### src/source/backend_pkg.sv
package backend_pkg;

  // Register file geometry
  localparam int RegAddrW = 5;
  localparam int NumRegs  = 32;

  // Every instruction is four bytes, there are no compressed forms
  localparam int PcStep = 4;

  // Pre-decoded micro-op kinds delivered by the frontend
  typedef enum logic [2:0] {
    OP_ADD,
    OP_SUB,
    OP_AND,
    OP_XOR,
    OP_ADDI,
    OP_BEQ,
    OP_JAL,
    OP_MUL
  } op_e;

  // Where a pipeline stage takes its result from
  typedef enum logic {
    FU_ALU,
    FU_MUL
  } fu_e;

endpackage

### src/source/alu.sv
module alu import backend_pkg::*; #(
  parameter int Xlen = 32
) (
  input  op_e             op_i,
  input  logic [Xlen-1:0] pc_i,
  input  logic [Xlen-1:0] imm_i,
  input  logic [Xlen-1:0] rs1_i,
  input  logic [Xlen-1:0] rs2_i,
  output logic [Xlen-1:0] result_o,
  output logic [Xlen-1:0] link_o,
  output logic            br_taken_o,
  output logic [Xlen-1:0] target_o
);

  logic            sub;
  logic [Xlen-1:0] operand_b;
  logic [Xlen-1:0] sum;

  // One adder serves add, sub and add-immediate
  assign sub       = (op_i == OP_SUB);
  assign operand_b = (op_i == OP_ADDI) ? imm_i : rs2_i;
  assign sum       = rs1_i + (sub ? ~operand_b : operand_b) + Xlen'(sub);

  always_comb begin
    unique case (op_i)
      OP_AND:  result_o = rs1_i & rs2_i;
      OP_XOR:  result_o = rs1_i ^ rs2_i;
      default: result_o = sum;
    endcase
  end

  // Branch and jump side
  assign link_o   = pc_i + Xlen'(PcStep);
  assign target_o = pc_i + imm_i;

  always_comb begin
    unique case (op_i)
      OP_BEQ:  br_taken_o = (rs1_i == rs2_i);
      OP_JAL:  br_taken_o = 1'b1;
      default: br_taken_o = 1'b0;
    endcase
  end

endmodule

### src/source/mul_unit.sv
module mul_unit #(
  parameter int Xlen        = 32,
  parameter int MulStepBits = 4
) (
  input  logic            clk_i,
  input  logic            rst_ni,
  input  logic            start_i,
  input  logic [Xlen-1:0] a_i,
  input  logic [Xlen-1:0] b_i,
  output logic            busy_o,
  output logic            done_o,
  output logic [Xlen-1:0] product_o
);

  localparam int NumSteps = Xlen / MulStepBits;
  localparam int CntW     = $clog2(NumSteps + 1);

  logic [CntW-1:0] count_q;
  logic            done_q;
  logic [Xlen-1:0] acc_q;
  logic [Xlen-1:0] mcand_q;
  logic [Xlen-1:0] mplier_q;

  // Multiplicand times one digit of the multiplier
  function automatic logic [Xlen-1:0] partial(input logic [Xlen-1:0]        mcand,
                                               input logic [MulStepBits-1:0] digit);
    logic [Xlen-1:0] sum;
    sum = '0;
    for (int i = 0; i < MulStepBits; i++) begin
      if (digit[i]) begin
        sum = sum + (mcand << i);
      end
    end
    return sum;
  endfunction

  // The first digit is consumed on the start edge itself
  always_ff @(posedge clk_i or negedge rst_ni) begin
    if (!rst_ni) begin
      count_q <= '0;
      done_q  <= 1'b0;
    end else if (start_i) begin
      count_q <= CntW'(NumSteps - 1);
      done_q  <= (NumSteps == 1);
    end else begin
      done_q <= (count_q == CntW'(1));
      if (count_q != '0) begin
        count_q <= count_q - 1'b1;
      end
    end
  end

  always_ff @(posedge clk_i) begin
    if (start_i) begin
      acc_q    <= partial(a_i, b_i[MulStepBits-1:0]);
      mcand_q  <= a_i << MulStepBits;
      mplier_q <= b_i >> MulStepBits;
    end else if (count_q != '0) begin
      acc_q    <= acc_q + partial(mcand_q, mplier_q[MulStepBits-1:0]);
      mcand_q  <= mcand_q << MulStepBits;
      mplier_q <= mplier_q >> MulStepBits;
    end
  end

  assign busy_o    = (count_q != '0);
  assign done_o    = done_q;
  assign product_o = acc_q;

endmodule

### src/source/reg_file.sv
module reg_file import backend_pkg::*; #(
  parameter int Xlen = 32
) (
  input  logic                clk_i,
  input  logic                rst_ni,
  input  logic [RegAddrW-1:0] raddr_a_i,
  input  logic [RegAddrW-1:0] raddr_b_i,
  input  logic                we_i,
  input  logic [RegAddrW-1:0] waddr_i,
  input  logic [Xlen-1:0]     wdata_i,
  output logic [Xlen-1:0]     rdata_a_o,
  output logic [Xlen-1:0]     rdata_b_o
);

  logic [Xlen-1:0]     regs_q [NumRegs];
  logic [RegAddrW-1:0] raddr_a_q;
  logic [RegAddrW-1:0] raddr_b_q;

  always_ff @(posedge clk_i or negedge rst_ni) begin
    if (!rst_ni) begin
      raddr_a_q <= '0;
      raddr_b_q <= '0;
      for (int i = 0; i < NumRegs; i++) begin
        regs_q[i] <= '0;
      end
    end else begin
      raddr_a_q <= raddr_a_i;
      raddr_b_q <= raddr_b_i;
      // x0 stays zero
      if (we_i && waddr_i != '0) begin
        regs_q[waddr_i] <= wdata_i;
      end
    end
  end

  // Read data follows the address latched one edge earlier
  assign rdata_a_o = regs_q[raddr_a_q];
  assign rdata_b_o = regs_q[raddr_b_q];

endmodule

### src/source/issue_ctrl.sv
module issue_ctrl import backend_pkg::*; #(
  parameter int Xlen = 32
) (
  input  logic                clk_i,
  input  logic                rst_ni,
  input  logic                fetch_valid_i,
  input  logic [Xlen-1:0]     fetch_pc_i,
  input  op_e                 fetch_op_i,
  input  logic [RegAddrW-1:0] fetch_rd_i,
  input  logic [RegAddrW-1:0] fetch_rs1_i,
  input  logic [RegAddrW-1:0] fetch_rs2_i,
  input  logic [Xlen-1:0]     fetch_imm_i,
  input  logic                fetch_redirected_i,
  output logic                fetch_ready_o,
  output logic [RegAddrW-1:0] rf_raddr_a_o,
  output logic [RegAddrW-1:0] rf_raddr_b_o,
  input  logic [Xlen-1:0]     rf_rdata_a_i,
  input  logic [Xlen-1:0]     rf_rdata_b_i,
  input  logic                ex1_pending_i,
  input  logic [RegAddrW-1:0] ex1_rd_i,
  input  logic                ex1_data_valid_i,
  input  logic [Xlen-1:0]     ex1_data_i,
  input  logic                ex2_pending_i,
  input  logic [RegAddrW-1:0] ex2_rd_i,
  input  logic                ex2_data_valid_i,
  input  logic [Xlen-1:0]     ex2_data_i,
  input  logic                ex_ready_i,
  input  logic                mul_busy_i,
  input  logic                br_taken_i,
  input  logic [Xlen-1:0]     br_target_i,
  output logic                issue_o,
  output op_e                 op_o,
  output logic [RegAddrW-1:0] rd_o,
  output logic [Xlen-1:0]     pc_o,
  output logic [Xlen-1:0]     imm_o,
  output logic [Xlen-1:0]     rs1_val_o,
  output logic [Xlen-1:0]     rs2_val_o,
  output logic                redirect_valid_o,
  output logic [Xlen-1:0]     redirect_pc_o
);

  typedef enum logic {
    ST_NORMAL,
    ST_MISPREDICT
  } state_e;

  //////////////////////////////////////////////////////////////////////
  // Decode register
  //////////////////////////////////////////////////////////////////////

  logic                de_valid_q;
  logic [Xlen-1:0]     de_pc_q;
  op_e                 de_op_q;
  logic [RegAddrW-1:0] de_rd_q;
  logic [RegAddrW-1:0] de_rs1_q;
  logic [RegAddrW-1:0] de_rs2_q;
  logic [Xlen-1:0]     de_imm_q;
  logic                de_redirected_q;

  logic fetch_accept;
  logic de_ready;

  assign fetch_accept  = fetch_valid_i && fetch_ready_o;
  assign fetch_ready_o = !de_valid_q || de_ready;

  always_ff @(posedge clk_i or negedge rst_ni) begin
    if (!rst_ni) begin
      de_valid_q <= 1'b0;
    end else if (fetch_accept) begin
      de_valid_q <= 1'b1;
    end else if (de_ready) begin
      de_valid_q <= 1'b0;
    end
  end

  always_ff @(posedge clk_i) begin
    if (fetch_accept) begin
      de_pc_q         <= fetch_pc_i;
      de_op_q         <= fetch_op_i;
      de_rd_q         <= fetch_rd_i;
      de_rs1_q        <= fetch_rs1_i;
      de_rs2_q        <= fetch_rs2_i;
      de_imm_q        <= fetch_imm_i;
      de_redirected_q <= fetch_redirected_i;
    end
  end

  // The register file latches its address, so keep presenting the held one
  assign rf_raddr_a_o = fetch_accept ? fetch_rs1_i : de_rs1_q;
  assign rf_raddr_b_o = fetch_accept ? fetch_rs2_i : de_rs2_q;

  //////////////////////////////////////////////////////////////////////
  // Bypass and hazards
  //////////////////////////////////////////////////////////////////////

  logic rs1_hazard;
  logic rs2_hazard;
  logic data_hazard;
  logic struct_hazard;
  logic control_hazard;

  // Returns {hazard, operand}; EX1 is younger and wins over EX2
  function automatic logic [Xlen:0] bypass(input logic [RegAddrW-1:0] rs,
                                           input logic [Xlen-1:0]     rf_val);
    logic            hazard;
    logic [Xlen-1:0] val;
    hazard = 1'b0;
    val    = rf_val;
    if (rs != '0 && ex2_pending_i && ex2_rd_i == rs) begin
      if (ex2_data_valid_i) begin
        val = ex2_data_i;
      end else begin
        hazard = 1'b1;
      end
    end
    if (rs != '0 && ex1_pending_i && ex1_rd_i == rs) begin
      if (ex1_data_valid_i) begin
        val = ex1_data_i;
      end else begin
        hazard = 1'b1;
      end
    end
    return {hazard, val};
  endfunction

  assign {rs1_hazard, rs1_val_o} = bypass(de_rs1_q, rf_rdata_a_i);
  assign {rs2_hazard, rs2_val_o} = bypass(de_rs2_q, rf_rdata_b_i);

  assign data_hazard   = rs1_hazard || rs2_hazard;
  // Only one multiply may be in flight
  assign struct_hazard = !ex_ready_i || (de_op_q == OP_MUL && mul_busy_i);

  //////////////////////////////////////////////////////////////////////
  // Mispredict tracking
  //////////////////////////////////////////////////////////////////////

  state_e          state_q;
  state_e          state_d;
  logic [Xlen-1:0] exp_pc_q;
  logic            pc_mismatch;

  assign pc_mismatch = (exp_pc_q != de_pc_q);

  // Wrong-path instructions are consumed without issue
  assign control_hazard = (state_q == ST_NORMAL) ? pc_mismatch : !de_redirected_q;

  assign issue_o  = de_valid_q && !data_hazard && !struct_hazard && !control_hazard;
  assign de_ready = (!data_hazard && !struct_hazard) || control_hazard;

  always_comb begin
    state_d = state_q;
    if (de_valid_q) begin
      if (state_q == ST_NORMAL && pc_mismatch) begin
        state_d = ST_MISPREDICT;
      end
      // Frontend has restarted at the expected PC
      if (state_q == ST_MISPREDICT && de_redirected_q) begin
        state_d = ST_NORMAL;
      end
    end
  end

  always_ff @(posedge clk_i or negedge rst_ni) begin
    if (!rst_ni) begin
      state_q  <= ST_NORMAL;
      exp_pc_q <= '0;
    end else begin
      state_q <= state_d;
      if (issue_o) begin
        exp_pc_q <= br_taken_i ? br_target_i : de_pc_q + Xlen'(PcStep);
      end
    end
  end

  assign redirect_valid_o = (state_q == ST_NORMAL) && de_valid_q && pc_mismatch;
  assign redirect_pc_o    = exp_pc_q;

  assign op_o  = de_op_q;
  assign rd_o  = de_rd_q;
  assign pc_o  = de_pc_q;
  assign imm_o = de_imm_q;

endmodule

### src/source/ex_pipe.sv
module ex_pipe import backend_pkg::*; #(
  parameter int Xlen = 32
) (
  input  logic                clk_i,
  input  logic                rst_ni,
  input  logic                issue_i,
  input  op_e                 op_i,
  input  logic [RegAddrW-1:0] rd_i,
  input  logic [Xlen-1:0]     pc_i,
  input  logic [Xlen-1:0]     alu_result_i,
  input  logic [Xlen-1:0]     link_i,
  input  logic                mul_done_i,
  input  logic [Xlen-1:0]     mul_product_i,
  output logic                ex1_pending_o,
  output logic [RegAddrW-1:0] ex1_rd_o,
  output logic                ex1_data_valid_o,
  output logic [Xlen-1:0]     ex1_data_o,
  output logic                ex2_pending_o,
  output logic [RegAddrW-1:0] ex2_rd_o,
  output logic                ex2_data_valid_o,
  output logic [Xlen-1:0]     ex2_data_o,
  output logic                ex_ready_o,
  output logic                rf_we_o,
  output logic [RegAddrW-1:0] rf_waddr_o,
  output logic [Xlen-1:0]     rf_wdata_o,
  output logic                commit_valid_o,
  output logic [Xlen-1:0]     commit_pc_o,
  output logic [RegAddrW-1:0] commit_rd_o,
  output logic [Xlen-1:0]     commit_data_o
);

  logic                ex1_pending_q;
  fu_e                 ex1_select_q;
  logic [Xlen-1:0]     ex1_alu_data_q;
  logic [Xlen-1:0]     ex1_pc_q;
  logic [RegAddrW-1:0] ex1_rd_q;

  logic                ex2_pending_q;
  fu_e                 ex2_select_q;
  logic [Xlen-1:0]     ex2_alu_data_q;
  logic [Xlen-1:0]     ex2_pc_q;
  logic [RegAddrW-1:0] ex2_rd_q;

  logic                ex2_ready;
  logic                advance;
  logic                retire;
  logic [Xlen-1:0]     issue_data;
  logic [RegAddrW-1:0] issue_rd;

  // Branches and jumps carry the link value, a branch writes no register
  assign issue_data = (op_i == OP_BEQ || op_i == OP_JAL) ? link_i : alu_result_i;
  assign issue_rd   = (op_i == OP_BEQ) ? '0 : rd_i;

  //////////////////////////////////////////////////////////////////////
  // Result select
  //////////////////////////////////////////////////////////////////////

  always_comb begin
    if (ex1_select_q == FU_ALU) begin
      ex1_data_valid_o = 1'b1;
      ex1_data_o       = ex1_alu_data_q;
    end else begin
      ex1_data_valid_o = mul_done_i;
      ex1_data_o       = mul_product_i;
    end
  end

  always_comb begin
    if (ex2_select_q == FU_ALU) begin
      ex2_data_valid_o = 1'b1;
      ex2_data_o       = ex2_alu_data_q;
    end else begin
      ex2_data_valid_o = mul_done_i;
      ex2_data_o       = mul_product_i;
    end
  end

  assign ex2_ready  = !ex2_pending_q || ex2_data_valid_o;
  assign ex_ready_o = ex2_ready || !ex1_pending_q;
  assign advance    = ex1_pending_q && ex2_ready;
  assign retire     = ex2_pending_q && ex2_data_valid_o;

  //////////////////////////////////////////////////////////////////////
  // Stage registers
  //////////////////////////////////////////////////////////////////////

  always_ff @(posedge clk_i or negedge rst_ni) begin
    if (!rst_ni) begin
      ex1_pending_q <= 1'b0;
      ex1_select_q  <= FU_ALU;
      ex2_pending_q <= 1'b0;
      ex2_select_q  <= FU_ALU;
    end else begin
      if (issue_i) begin
        ex1_pending_q <= 1'b1;
        ex1_select_q  <= (op_i == OP_MUL) ? FU_MUL : FU_ALU;
      end else begin
        if (ex2_ready) begin
          ex1_pending_q <= 1'b0;
        end
        // Valid data is captured locally so the done pulse is not lost
        if (ex2_ready || ex1_data_valid_o) begin
          ex1_select_q <= FU_ALU;
        end
      end

      if (advance) begin
        ex2_pending_q <= 1'b1;
        ex2_select_q  <= ex1_data_valid_o ? FU_ALU : ex1_select_q;
      end else if (retire) begin
        ex2_pending_q <= 1'b0;
        ex2_select_q  <= FU_ALU;
      end
    end
  end

  always_ff @(posedge clk_i) begin
    if (issue_i) begin
      ex1_alu_data_q <= issue_data;
      ex1_pc_q       <= pc_i;
      ex1_rd_q       <= issue_rd;
    end else if (ex1_data_valid_o) begin
      ex1_alu_data_q <= ex1_data_o;
    end

    if (advance) begin
      ex2_alu_data_q <= ex1_data_o;
      ex2_pc_q       <= ex1_pc_q;
      ex2_rd_q       <= ex1_rd_q;
    end
  end

  assign ex1_pending_o = ex1_pending_q;
  assign ex1_rd_o      = ex1_rd_q;
  assign ex2_pending_o = ex2_pending_q;
  assign ex2_rd_o      = ex2_rd_q;

  // Writeback and commit happen together
  assign rf_we_o        = retire;
  assign rf_waddr_o     = ex2_rd_q;
  assign rf_wdata_o     = ex2_data_o;
  assign commit_valid_o = retire;
  assign commit_pc_o    = ex2_pc_q;
  assign commit_rd_o    = ex2_rd_q;
  assign commit_data_o  = ex2_data_o;

endmodule

### src/source/backend_top.sv
module backend_top import backend_pkg::*; #(
  parameter int Xlen        = 32,
  parameter int MulStepBits = 4
) (
  input  logic                clk_i,
  input  logic                rst_ni,
  input  logic                fetch_valid_i,
  input  logic                fetch_redirected_i,
  input  logic [Xlen-1:0]     fetch_pc_i,
  input  logic [Xlen-1:0]     fetch_imm_i,
  input  op_e                 fetch_op_i,
  input  logic [RegAddrW-1:0] fetch_rd_i,
  input  logic [RegAddrW-1:0] fetch_rs1_i,
  input  logic [RegAddrW-1:0] fetch_rs2_i,
  output logic                fetch_ready_o,
  output logic                redirect_valid_o,
  output logic [Xlen-1:0]     redirect_pc_o,
  output logic                commit_valid_o,
  output logic [Xlen-1:0]     commit_pc_o,
  output logic [RegAddrW-1:0] commit_rd_o,
  output logic [Xlen-1:0]     commit_data_o
);

  // Issue side
  logic                issue;
  op_e                 op;
  logic [RegAddrW-1:0] rd;
  logic [Xlen-1:0]     pc;
  logic [Xlen-1:0]     imm;
  logic [Xlen-1:0]     rs1_val;
  logic [Xlen-1:0]     rs2_val;

  // Register file ports
  logic [RegAddrW-1:0] rf_raddr_a;
  logic [RegAddrW-1:0] rf_raddr_b;
  logic [Xlen-1:0]     rf_rdata_a;
  logic [Xlen-1:0]     rf_rdata_b;
  logic                rf_we;
  logic [RegAddrW-1:0] rf_waddr;
  logic [Xlen-1:0]     rf_wdata;

  // Stage status for bypass
  logic                ex1_pending;
  logic [RegAddrW-1:0] ex1_rd;
  logic                ex1_data_valid;
  logic [Xlen-1:0]     ex1_data;
  logic                ex2_pending;
  logic [RegAddrW-1:0] ex2_rd;
  logic                ex2_data_valid;
  logic [Xlen-1:0]     ex2_data;
  logic                ex_ready;

  // Execution units
  logic [Xlen-1:0]     alu_result;
  logic [Xlen-1:0]     link;
  logic                br_taken;
  logic [Xlen-1:0]     br_target;
  logic                mul_busy;
  logic                mul_done;
  logic [Xlen-1:0]     mul_product;

  issue_ctrl #(.Xlen(Xlen)) u_issue_ctrl (
    .clk_i,
    .rst_ni,
    .fetch_valid_i,
    .fetch_pc_i,
    .fetch_op_i,
    .fetch_rd_i,
    .fetch_rs1_i,
    .fetch_rs2_i,
    .fetch_imm_i,
    .fetch_redirected_i,
    .fetch_ready_o,
    .rf_raddr_a_o     (rf_raddr_a),
    .rf_raddr_b_o     (rf_raddr_b),
    .rf_rdata_a_i     (rf_rdata_a),
    .rf_rdata_b_i     (rf_rdata_b),
    .ex1_pending_i    (ex1_pending),
    .ex1_rd_i         (ex1_rd),
    .ex1_data_valid_i (ex1_data_valid),
    .ex1_data_i       (ex1_data),
    .ex2_pending_i    (ex2_pending),
    .ex2_rd_i         (ex2_rd),
    .ex2_data_valid_i (ex2_data_valid),
    .ex2_data_i       (ex2_data),
    .ex_ready_i       (ex_ready),
    .mul_busy_i       (mul_busy),
    .br_taken_i       (br_taken),
    .br_target_i      (br_target),
    .issue_o          (issue),
    .op_o             (op),
    .rd_o             (rd),
    .pc_o             (pc),
    .imm_o            (imm),
    .rs1_val_o        (rs1_val),
    .rs2_val_o        (rs2_val),
    .redirect_valid_o,
    .redirect_pc_o
  );

  alu #(.Xlen(Xlen)) u_alu (
    .op_i       (op),
    .pc_i       (pc),
    .imm_i      (imm),
    .rs1_i      (rs1_val),
    .rs2_i      (rs2_val),
    .result_o   (alu_result),
    .link_o     (link),
    .br_taken_o (br_taken),
    .target_o   (br_target)
  );

  mul_unit #(.Xlen(Xlen), .MulStepBits(MulStepBits)) u_mul_unit (
    .clk_i,
    .rst_ni,
    .start_i   (issue && op == OP_MUL),
    .a_i       (rs1_val),
    .b_i       (rs2_val),
    .busy_o    (mul_busy),
    .done_o    (mul_done),
    .product_o (mul_product)
  );

  ex_pipe #(.Xlen(Xlen)) u_ex_pipe (
    .clk_i,
    .rst_ni,
    .issue_i          (issue),
    .op_i             (op),
    .rd_i             (rd),
    .pc_i             (pc),
    .alu_result_i     (alu_result),
    .link_i           (link),
    .mul_done_i       (mul_done),
    .mul_product_i    (mul_product),
    .ex1_pending_o    (ex1_pending),
    .ex1_rd_o         (ex1_rd),
    .ex1_data_valid_o (ex1_data_valid),
    .ex1_data_o       (ex1_data),
    .ex2_pending_o    (ex2_pending),
    .ex2_rd_o         (ex2_rd),
    .ex2_data_valid_o (ex2_data_valid),
    .ex2_data_o       (ex2_data),
    .ex_ready_o       (ex_ready),
    .rf_we_o          (rf_we),
    .rf_waddr_o       (rf_waddr),
    .rf_wdata_o       (rf_wdata),
    .commit_valid_o,
    .commit_pc_o,
    .commit_rd_o,
    .commit_data_o
  );

  reg_file #(.Xlen(Xlen)) u_reg_file (
    .clk_i,
    .rst_ni,
    .raddr_a_i (rf_raddr_a),
    .raddr_b_i (rf_raddr_b),
    .we_i      (rf_we),
    .waddr_i   (rf_waddr),
    .wdata_i   (rf_wdata),
    .rdata_a_o (rf_rdata_a),
    .rdata_b_o (rf_rdata_b)
  );

endmodule

### config.mk
export PLATFORM = sky130hd
export DESIGN_NAME = backend_top
export DESIGN_NICKNAME = d
export VERILOG_FILES = /design/src/source/backend_pkg.sv /design/src/source/alu.sv /design/src/source/mul_unit.sv /design/src/source/reg_file.sv /design/src/source/issue_ctrl.sv /design/src/source/ex_pipe.sv /design/src/source/backend_top.sv
export SDC_FILE = /design/constraint.sdc
export NUM_CORES = 2
export LEC_CHECK = 0
export ABC_AREA = 1
export BUFFER_PORTS_ARGS = -buffer_cell sky130_fd_sc_hd__buf_2
export CORE_MARGIN = 1
export CORE_UTILIZATION = 30
export CTS_BUF_LIST = sky130_fd_sc_hd__clkbuf_4 sky130_fd_sc_hd__clkbuf_8
export DETAILED_ROUTE_END_ITERATION = 10
export SLEW_MARGIN = 5
export SYNTH_ARGS = -nofsm -noshare
export SYNTH_HDL_FRONTEND = slang
export SYNTH_HIERARCHICAL = 1
export SYNTH_SLANG_ARGS = --single-unit
### constraint.sdc
create_clock -name clk_i -period 9.1 [get_ports clk_i]
set_clock_uncertainty 0.15 [all_clocks]
set_input_delay 0.455 -clock clk_i [delete_from_list [all_inputs] [get_ports clk_i]]
set_output_delay 0.455 -clock clk_i [all_outputs]
set_load 0.005 [all_outputs]
# Word level (Yosys, flattened, before mapping)
# Cells that the tools add are included.
# totals
reg_bits,1386
inputBits,86
wordCells,227
# op_classes
n_addsub,12
order_cmp,4
eq_ne,14
muxes,80
bitwise,7
n_reduce_logical,51
# ops
operator,count
$mux W32,44
$bwmux W1024,1
$bmux W32 S5,2
$add A32 B32 Y32,9
$demux W32 S5,1
$pmux W32 S2,1
$mux W28,2
$add A32 B1 Y32,1
$add A32 B3 Y32 const B,1
$and A32 B32 Y32,1
$eq A32 B32 Y1,1
$ne A32 B32 Y1,1
$not A32 Y32,1
$xor A32 B32 Y32,1
$mux W1,24
$logic_and A1 B1 Y1,23
$eq A5 B5 Y1,4
$ge A6 B6 Y1 const B,3
$not A5 Y6,3
$reduce_bool A5 Y1,3
$reduce_bool A2 Y1,7
$eq A3 B3 Y1 const B,4
$mux W5,2
$logic_not A1 Y1,8
11 further kinds,20

# Depth between registers and ports, before layout
# depth
ltp_word,28
depth_mapped,59
depth_no_buf,54

# Hierarchy
# The synthesis kept the hierarchy.
# by_module_without_submodules
module,n_inst,cells_each,area_each_um2,seq_area_each_um2
reg_file,1,8280,56354.0,25874.8
mul_unit,1,2654,16520.8,2767.7
issue_ctrl,1,1035,7454.6,3243.1
ex_pipe,1,705,6854.1,4244.1
alu,1,965,5923.2,0.0
backend_top,1,3,11.3,0.0

# Least setup slack after synthesis
# No wires, ideal clock.
# synth_path
kind,register to register
from,reg u_reg_file.raddr_b_q[0]
to,reg u_mul_unit.acc_q[31] (netlist: u_mul_unit/product_o[31]) (data pin)
arrival_time_ps,7010
required_ps,8697
path_slack_ps,1687
path_stages_with_launch,57
period_less_slack_ps,7413
path_cell_list,dfrtp_1 -> buf_2 -> inv_2 -> clkbuf_1 -> clkbuf_1 -> nand2_1 -> nand3_1 -> nand3_1 -> nand2_1 -> nand2_1 -> nand2_1 -> nand2_1 -> nand2_1 -> o21ai_0 -> o211ai_1 -> o21ai_0 -> inv_1 -> clkbuf_1 -> [... 21 more ...] -> nor3_1 -> a21oi_1 -> o21ai_1 -> nand2_1 -> nand3_1 -> nand2_1 -> nand3_1 -> nand2_1 -> ha_1 -> a21o_1 -> a21oi_1 -> o21bai_1 -> a211oi_1 -> nand2_1 -> a21oi_1 -> nand3_1 -> nand3_1 -> nand2_1
# synth_via
elab_chain_cells,19
# synth_rtl
element,line_no,text
start: declaration,reg_file.sv:17,logic [RegAddrW-1:0] raddr_b_q;
start signal: assignment,reg_file.sv:28,raddr_b_q <= raddr_b_i;
$not A5 Y6 (not written as such) *,reg_file.sv:38,assign rdata_b_o = regs_q[raddr_b_q];
$bmux W32 S5 *,reg_file.sv:38,
$mux W32 (not written as such) * (2 in a row),reg_file.sv:38,
named net rf_rdata_b[0],backend_top.sv:37,logic [Xlen-1:0] rf_rdata_b;
$mux W32,issue_ctrl.sv:110,if (ex2_data_valid_i) begin
$mux W32 *,issue_ctrl.sv:109,if (rs != '0 && ex2_pending_i && ex2_rd_i == rs) begin
$mux W32,issue_ctrl.sv:117,if (ex1_data_valid_i) begin
$mux W32 *,issue_ctrl.sv:116,if (rs != '0 && ex1_pending_i && ex1_rd_i == rs) begin
named net rs2_val[0],backend_top.sv:31,logic [Xlen-1:0] rs2_val;
[... 3 more ...],-,
$mux W32 *,mul_unit.sv:30,if (digit[i]) begin
$mux W32 *,mul_unit.sv:54,if (start_i) begin
$add A32 B32 Y32,mul_unit.sv:31,sum = sum + (mcand << i);
$mux W32 *,mul_unit.sv:30,
$mux W32 *,mul_unit.sv:54,
$add A32 B32 Y32,mul_unit.sv:31,
$mux W32 *,mul_unit.sv:30,
$mux W32 *,mul_unit.sv:54,
end signal: assignment,mul_unit.sv:55,"acc_q <= partial(a_i, b_i[MulStepBits-1:0]);"
end signal: assignment,mul_unit.sv:59,"acc_q <= acc_q + partial(mcand_q, mplier_q[MulStepBits-1:0]);"
end: declaration,mul_unit.sv:20,logic [Xlen-1:0] acc_q;
# The timed path passes the listed nets; every way through them passes the cells marked *. The select of a mux whose other input is x is not followed.
# A chain may end at the register's enable or synchronous reset.

# Worst setup path in the final report
# layout_path
from,reg u_reg_file.raddr_a_q[0]
to,reg u_mul_unit.acc_q[18] (netlist: u_mul_unit/product_o[18]) (data pin)
# layout_via
elab_chain_cells,19
# layout_rtl
element,line_no,text
start: declaration,reg_file.sv:16,logic [RegAddrW-1:0] raddr_a_q;
start signal: assignment,reg_file.sv:27,raddr_a_q <= raddr_a_i;
$not A5 Y6 (not written as such) *,reg_file.sv:37,assign rdata_a_o = regs_q[raddr_a_q];
$bmux W32 S5 *,reg_file.sv:37,
$mux W32 (not written as such) * (2 in a row),reg_file.sv:37,
named net rf_rdata_a[10],backend_top.sv:36,logic [Xlen-1:0] rf_rdata_a;
$mux W32,issue_ctrl.sv:110,
$mux W32 *,issue_ctrl.sv:109,
$mux W32,issue_ctrl.sv:117,
$mux W32 *,issue_ctrl.sv:116,
named net rs1_val[10],backend_top.sv:30,logic [Xlen-1:0] rs1_val;
[... 3 more ...],-,
$mux W32,mul_unit.sv:30,
$mux W32,mul_unit.sv:54,
$add A32 B32 Y32,mul_unit.sv:31,
$mux W32,mul_unit.sv:30,
$mux W32,mul_unit.sv:54,
$add A32 B32 Y32,mul_unit.sv:31,
$mux W32 *,mul_unit.sv:30,
$mux W32 *,mul_unit.sv:54,
# Marks and branches as above.

==> metrics.yaml <==
routing:
  drc: 0
  final_antenna_net_count: 0
  wl_um: 383000
  avgViaCountPerCell: 5.32
  drt_iter0_drc: 12000
  dr.pass1.iters: 6
  vias: 94700
  wl_per_cell_um: 21.5
setup_path:
  cp_slowest_cell: "nor2_1"
  crit_path_max_fanout: 59
  r2r_cells: 39
  r2r-start: "u_reg_file/raddr_a_q[0]"
  crit_top_cell: "nand2_1"
  cp.required_ns: 9.72
  cp-start-kind: "register"
  r2r_slack_ns: 0.56
  crit_type: "reg2reg"
  end_kind: "register"
  crit_arrival_ns: 9.16
  reg2reg_to: "u_mul_unit/product_o[18]"
  slowest_delay_ns: 0.76
global_routing:
  use_met3_pct: 4.39
  grt.total_usage_pct: 23.7
  first_global_vias: 88300
  grt_first_pass_wirelength_um: 571000
  antenna_found_initial: 12
  grt_start_max_net_pins: 181
  grt.met1_usage_pct: 32.1
  met2_usage_pct: 35.9
  busiest_layer: "met2"
  grt-ovfl-total: 0
floorplanning:
  coreArea_um2: 309000
  pin_count: 190
  die_y_um: 559
  rows: 204
  dieArea_um2: 313000
  initial_core_util_pct: 30.2
  die_w_um: 559
hold_path:
  holdPathEnd: "u_reg_file/regs_q[1021]"
  worstHoldPathType: "reg2reg"
  min_path_cells: 0
  hold_path_startpoint: "u_reg_file/regs_q[1021]"
run_status:
  status: "finished, final reports clean"
timing:
  setup_tns_ns: 0
  whs_ns: 0.252
  rsz0062_at_grt: "false"
  tightest_slew_ns: 1.22
  fin_crit_ns: 8.54
  slew_violations: 0
  setup_viol: 0
  finalCritPeriodShare_pct: 93.8
  max_freq_mhz: 117
  relSlewSlack_pct: 18.9
  worst_slack_ns: 0.564
  finalHoldViolCount: 0
yosys:
  synthCells: 13600
  ys_top_cells_by_area: "dfrtp_1 29%, nand2_1 21%, nand3_1 9.7%"
  yosysSeqAreaShare_pct: 38.8
  syn_nets: 14000
  synth_area_per_cell_um2: 6.83
  ys_ff_latch: 1386
  yosys_warnings: 6
  synthDistinctLibCells: 72
  synth_edf_count: 299
  synth_ff_type: "dfrtp_1"
  synth_area_leader_cell: "dfrtp_1"
  yosys.area.top_type_share_pct: 28.9
  async_flop_share_pct: 77.7
  synth_area_um2: 93100
final_layout:
  syn_to_final_growth_pct: 12.5
  final_util_pct: 33.9
  final_nets: 13900
  drive_gt1_share_pct: 7.69
placed_design:
  port_buffers: 189
  place_hpwl_um: 237000
  gp_congestion: 0.987
  dpl_worst_slack_ns: 0.687
clock_tree:
  cts-root-buf: "clkbuf_8"
  clock_sinks: 1386
  htreeDepth: 5
  cts_setup_buffers: 0
  cts_buffers: 274
  clkSlewWorstSetupHoldPaths_ns: 0.06
  clockBufferDepth: 4
  cts_tree: "done"
  insertion_delay_ns: 1.08
power:
  vdd_drop_max_mv: 0.190
  power_density_nw_per_um2: 324
  leakage_nw: 49.5
run:
  drv_cap: 0
## state kept, by name (all words and copies together), names as in the netlist, 32 cells and up
register                    flops
u_mul_unit/product_o           32
u_ex_pipe/ex1_pc_q             32
u_reg_file/regs_q            1024
u_ex_pipe/ex2_alu_data_q       32
u_ex_pipe/commit_pc_o          32
u_issue_ctrl/redirect_pc_o     32
u_ex_pipe/ex1_alu_data_q       32
u_issue_ctrl/imm_o             32
u_issue_ctrl/pc_o              32
## layout by cell type (no fill, tap or decap), drive strengths merged, types with 12 or more instances in the layout
cell and count:
xnor2 96, ha 290, nor4 18, or2 24
o21a 19, nand3 1828, a21o 37, edfxtp 299
mux2i 29, dlygate4sd3 165, nor3 73, o21ai 1201
xor2 138, nand3b 12, a21oi 553, clkinv 50
nand4 93, clkbuf 406, o211ai 44, o21bai 34
nor2 647, dfrtp 1077, a21boi 15, a31oi 24
nand2 5325, inv 659, buf 411, a22oi 31
## cells in the mapped netlist (13+ instances only)
cell and n:
a31oi_1 24, nor4_1 16, nand4_1 91, nor2_2 15, ha_1 290, a21oi_1 549, xor2_1 138, o21ai_1 61
a21o_1 37, a22oi_1 31, nor2_1 625, mux2i_1 29, xnor2_1 95, nand3_1 1809, nand3_2 15, o21a_1 19
buf_1 67, o21ai_2 24, nand2_1 5292, inv_1 643, buf_2 65, dfrtp_1 1077, edfxtp_1 299, nor3_1 72
o21bai_1 33, nand2_2 28, o211ai_1 44, inv_2 17, o21ai_0 1116, buf_4 80, or2_2 13, clkbuf_1 763
## metal layers
metal	vias to the layer above	routed length, um
met5	-	106
met4	16	21100
met3	893	36200
met2	4929	164000
met1	44500	162000
li1	44400	-
## worst max-delay path, delay by kind of cell, from the launching register on
kind	cells	cell delay (ns)
fa+ha+maj	3	1.03
buf+inv	6	0.98
flops	1	0.60
compound gates	12	2.81
simple gates	15	2.18
xor+xnor	3	0.42
## metrics by stage
stage	instance area [um^2]	power, mW	instances
detailed placement	97400	26.8	17200
finish	105000	34.0	17800
CTS	105000	33.6	17800
global route	105000	36.3	17800
global placement	97400	26.7	17200
floorplan	93100	21.4	13600
## how the worst max path moves through the flow
stage | startpoint | endpoint | slack (ns) | cells past startpoint
6_report | u_reg_file/raddr_a_q[0] | u_mul_unit/product_o[18] | 0.56 | 39
3_5_place_dp | u_reg_file/raddr_a_q[1] | u_mul_unit/product_o[31] | 0.69 | 39
4_1_cts | u_reg_file/raddr_a_q[1] | u_mul_unit/product_o[31] | 0.60 | 39
5_1_grt | u_reg_file/raddr_a_q[0] | u_mul_unit/product_o[31] | 0.03 | 47
3_3_place_gp | u_reg_file/raddr_a_q[1] | u_mul_unit/product_o[31] | 0.49 | 39
2_1_floorplan | u_reg_file/raddr_b_q[0] | u_mul_unit/product_o[31] | 1.69 | 56
## report_power, final
part,internal (mW),switching [mW],total [mW]
registers,8.72,1.96,10.7
logic,5.39,11.2,16.6
clock network,3.74,2.90,6.64
## repair_timing
action,CTS,global route
endpoints found under the setup margin,0,7
hold buffers,166,0
gates resized for setup,0,22
hold endpoints to repair,333,0
## final cells by class
class	count	area, um^2
antenna	3	7.51
clock buffer	405	5140
clock inverter	56	420
fill	33300	204000
inverter	665	2560
multi-input combinational	10600	50600
sequential	1386	36200
tap	4120	5150
timing repair buffer	577	4740
## cells by family after synthesis
group           Yosys count  share of synthesized area [%]
compound gates         2006                           11.6
buf+inv                1651                           7.16
simple gates           8037                           35.8
mux                      29                          0.312
flops                  1386                           38.8
xor+xnor                234                           2.21
fa+ha+maj               299                           4.09
(Power assumes the default switching activity.)
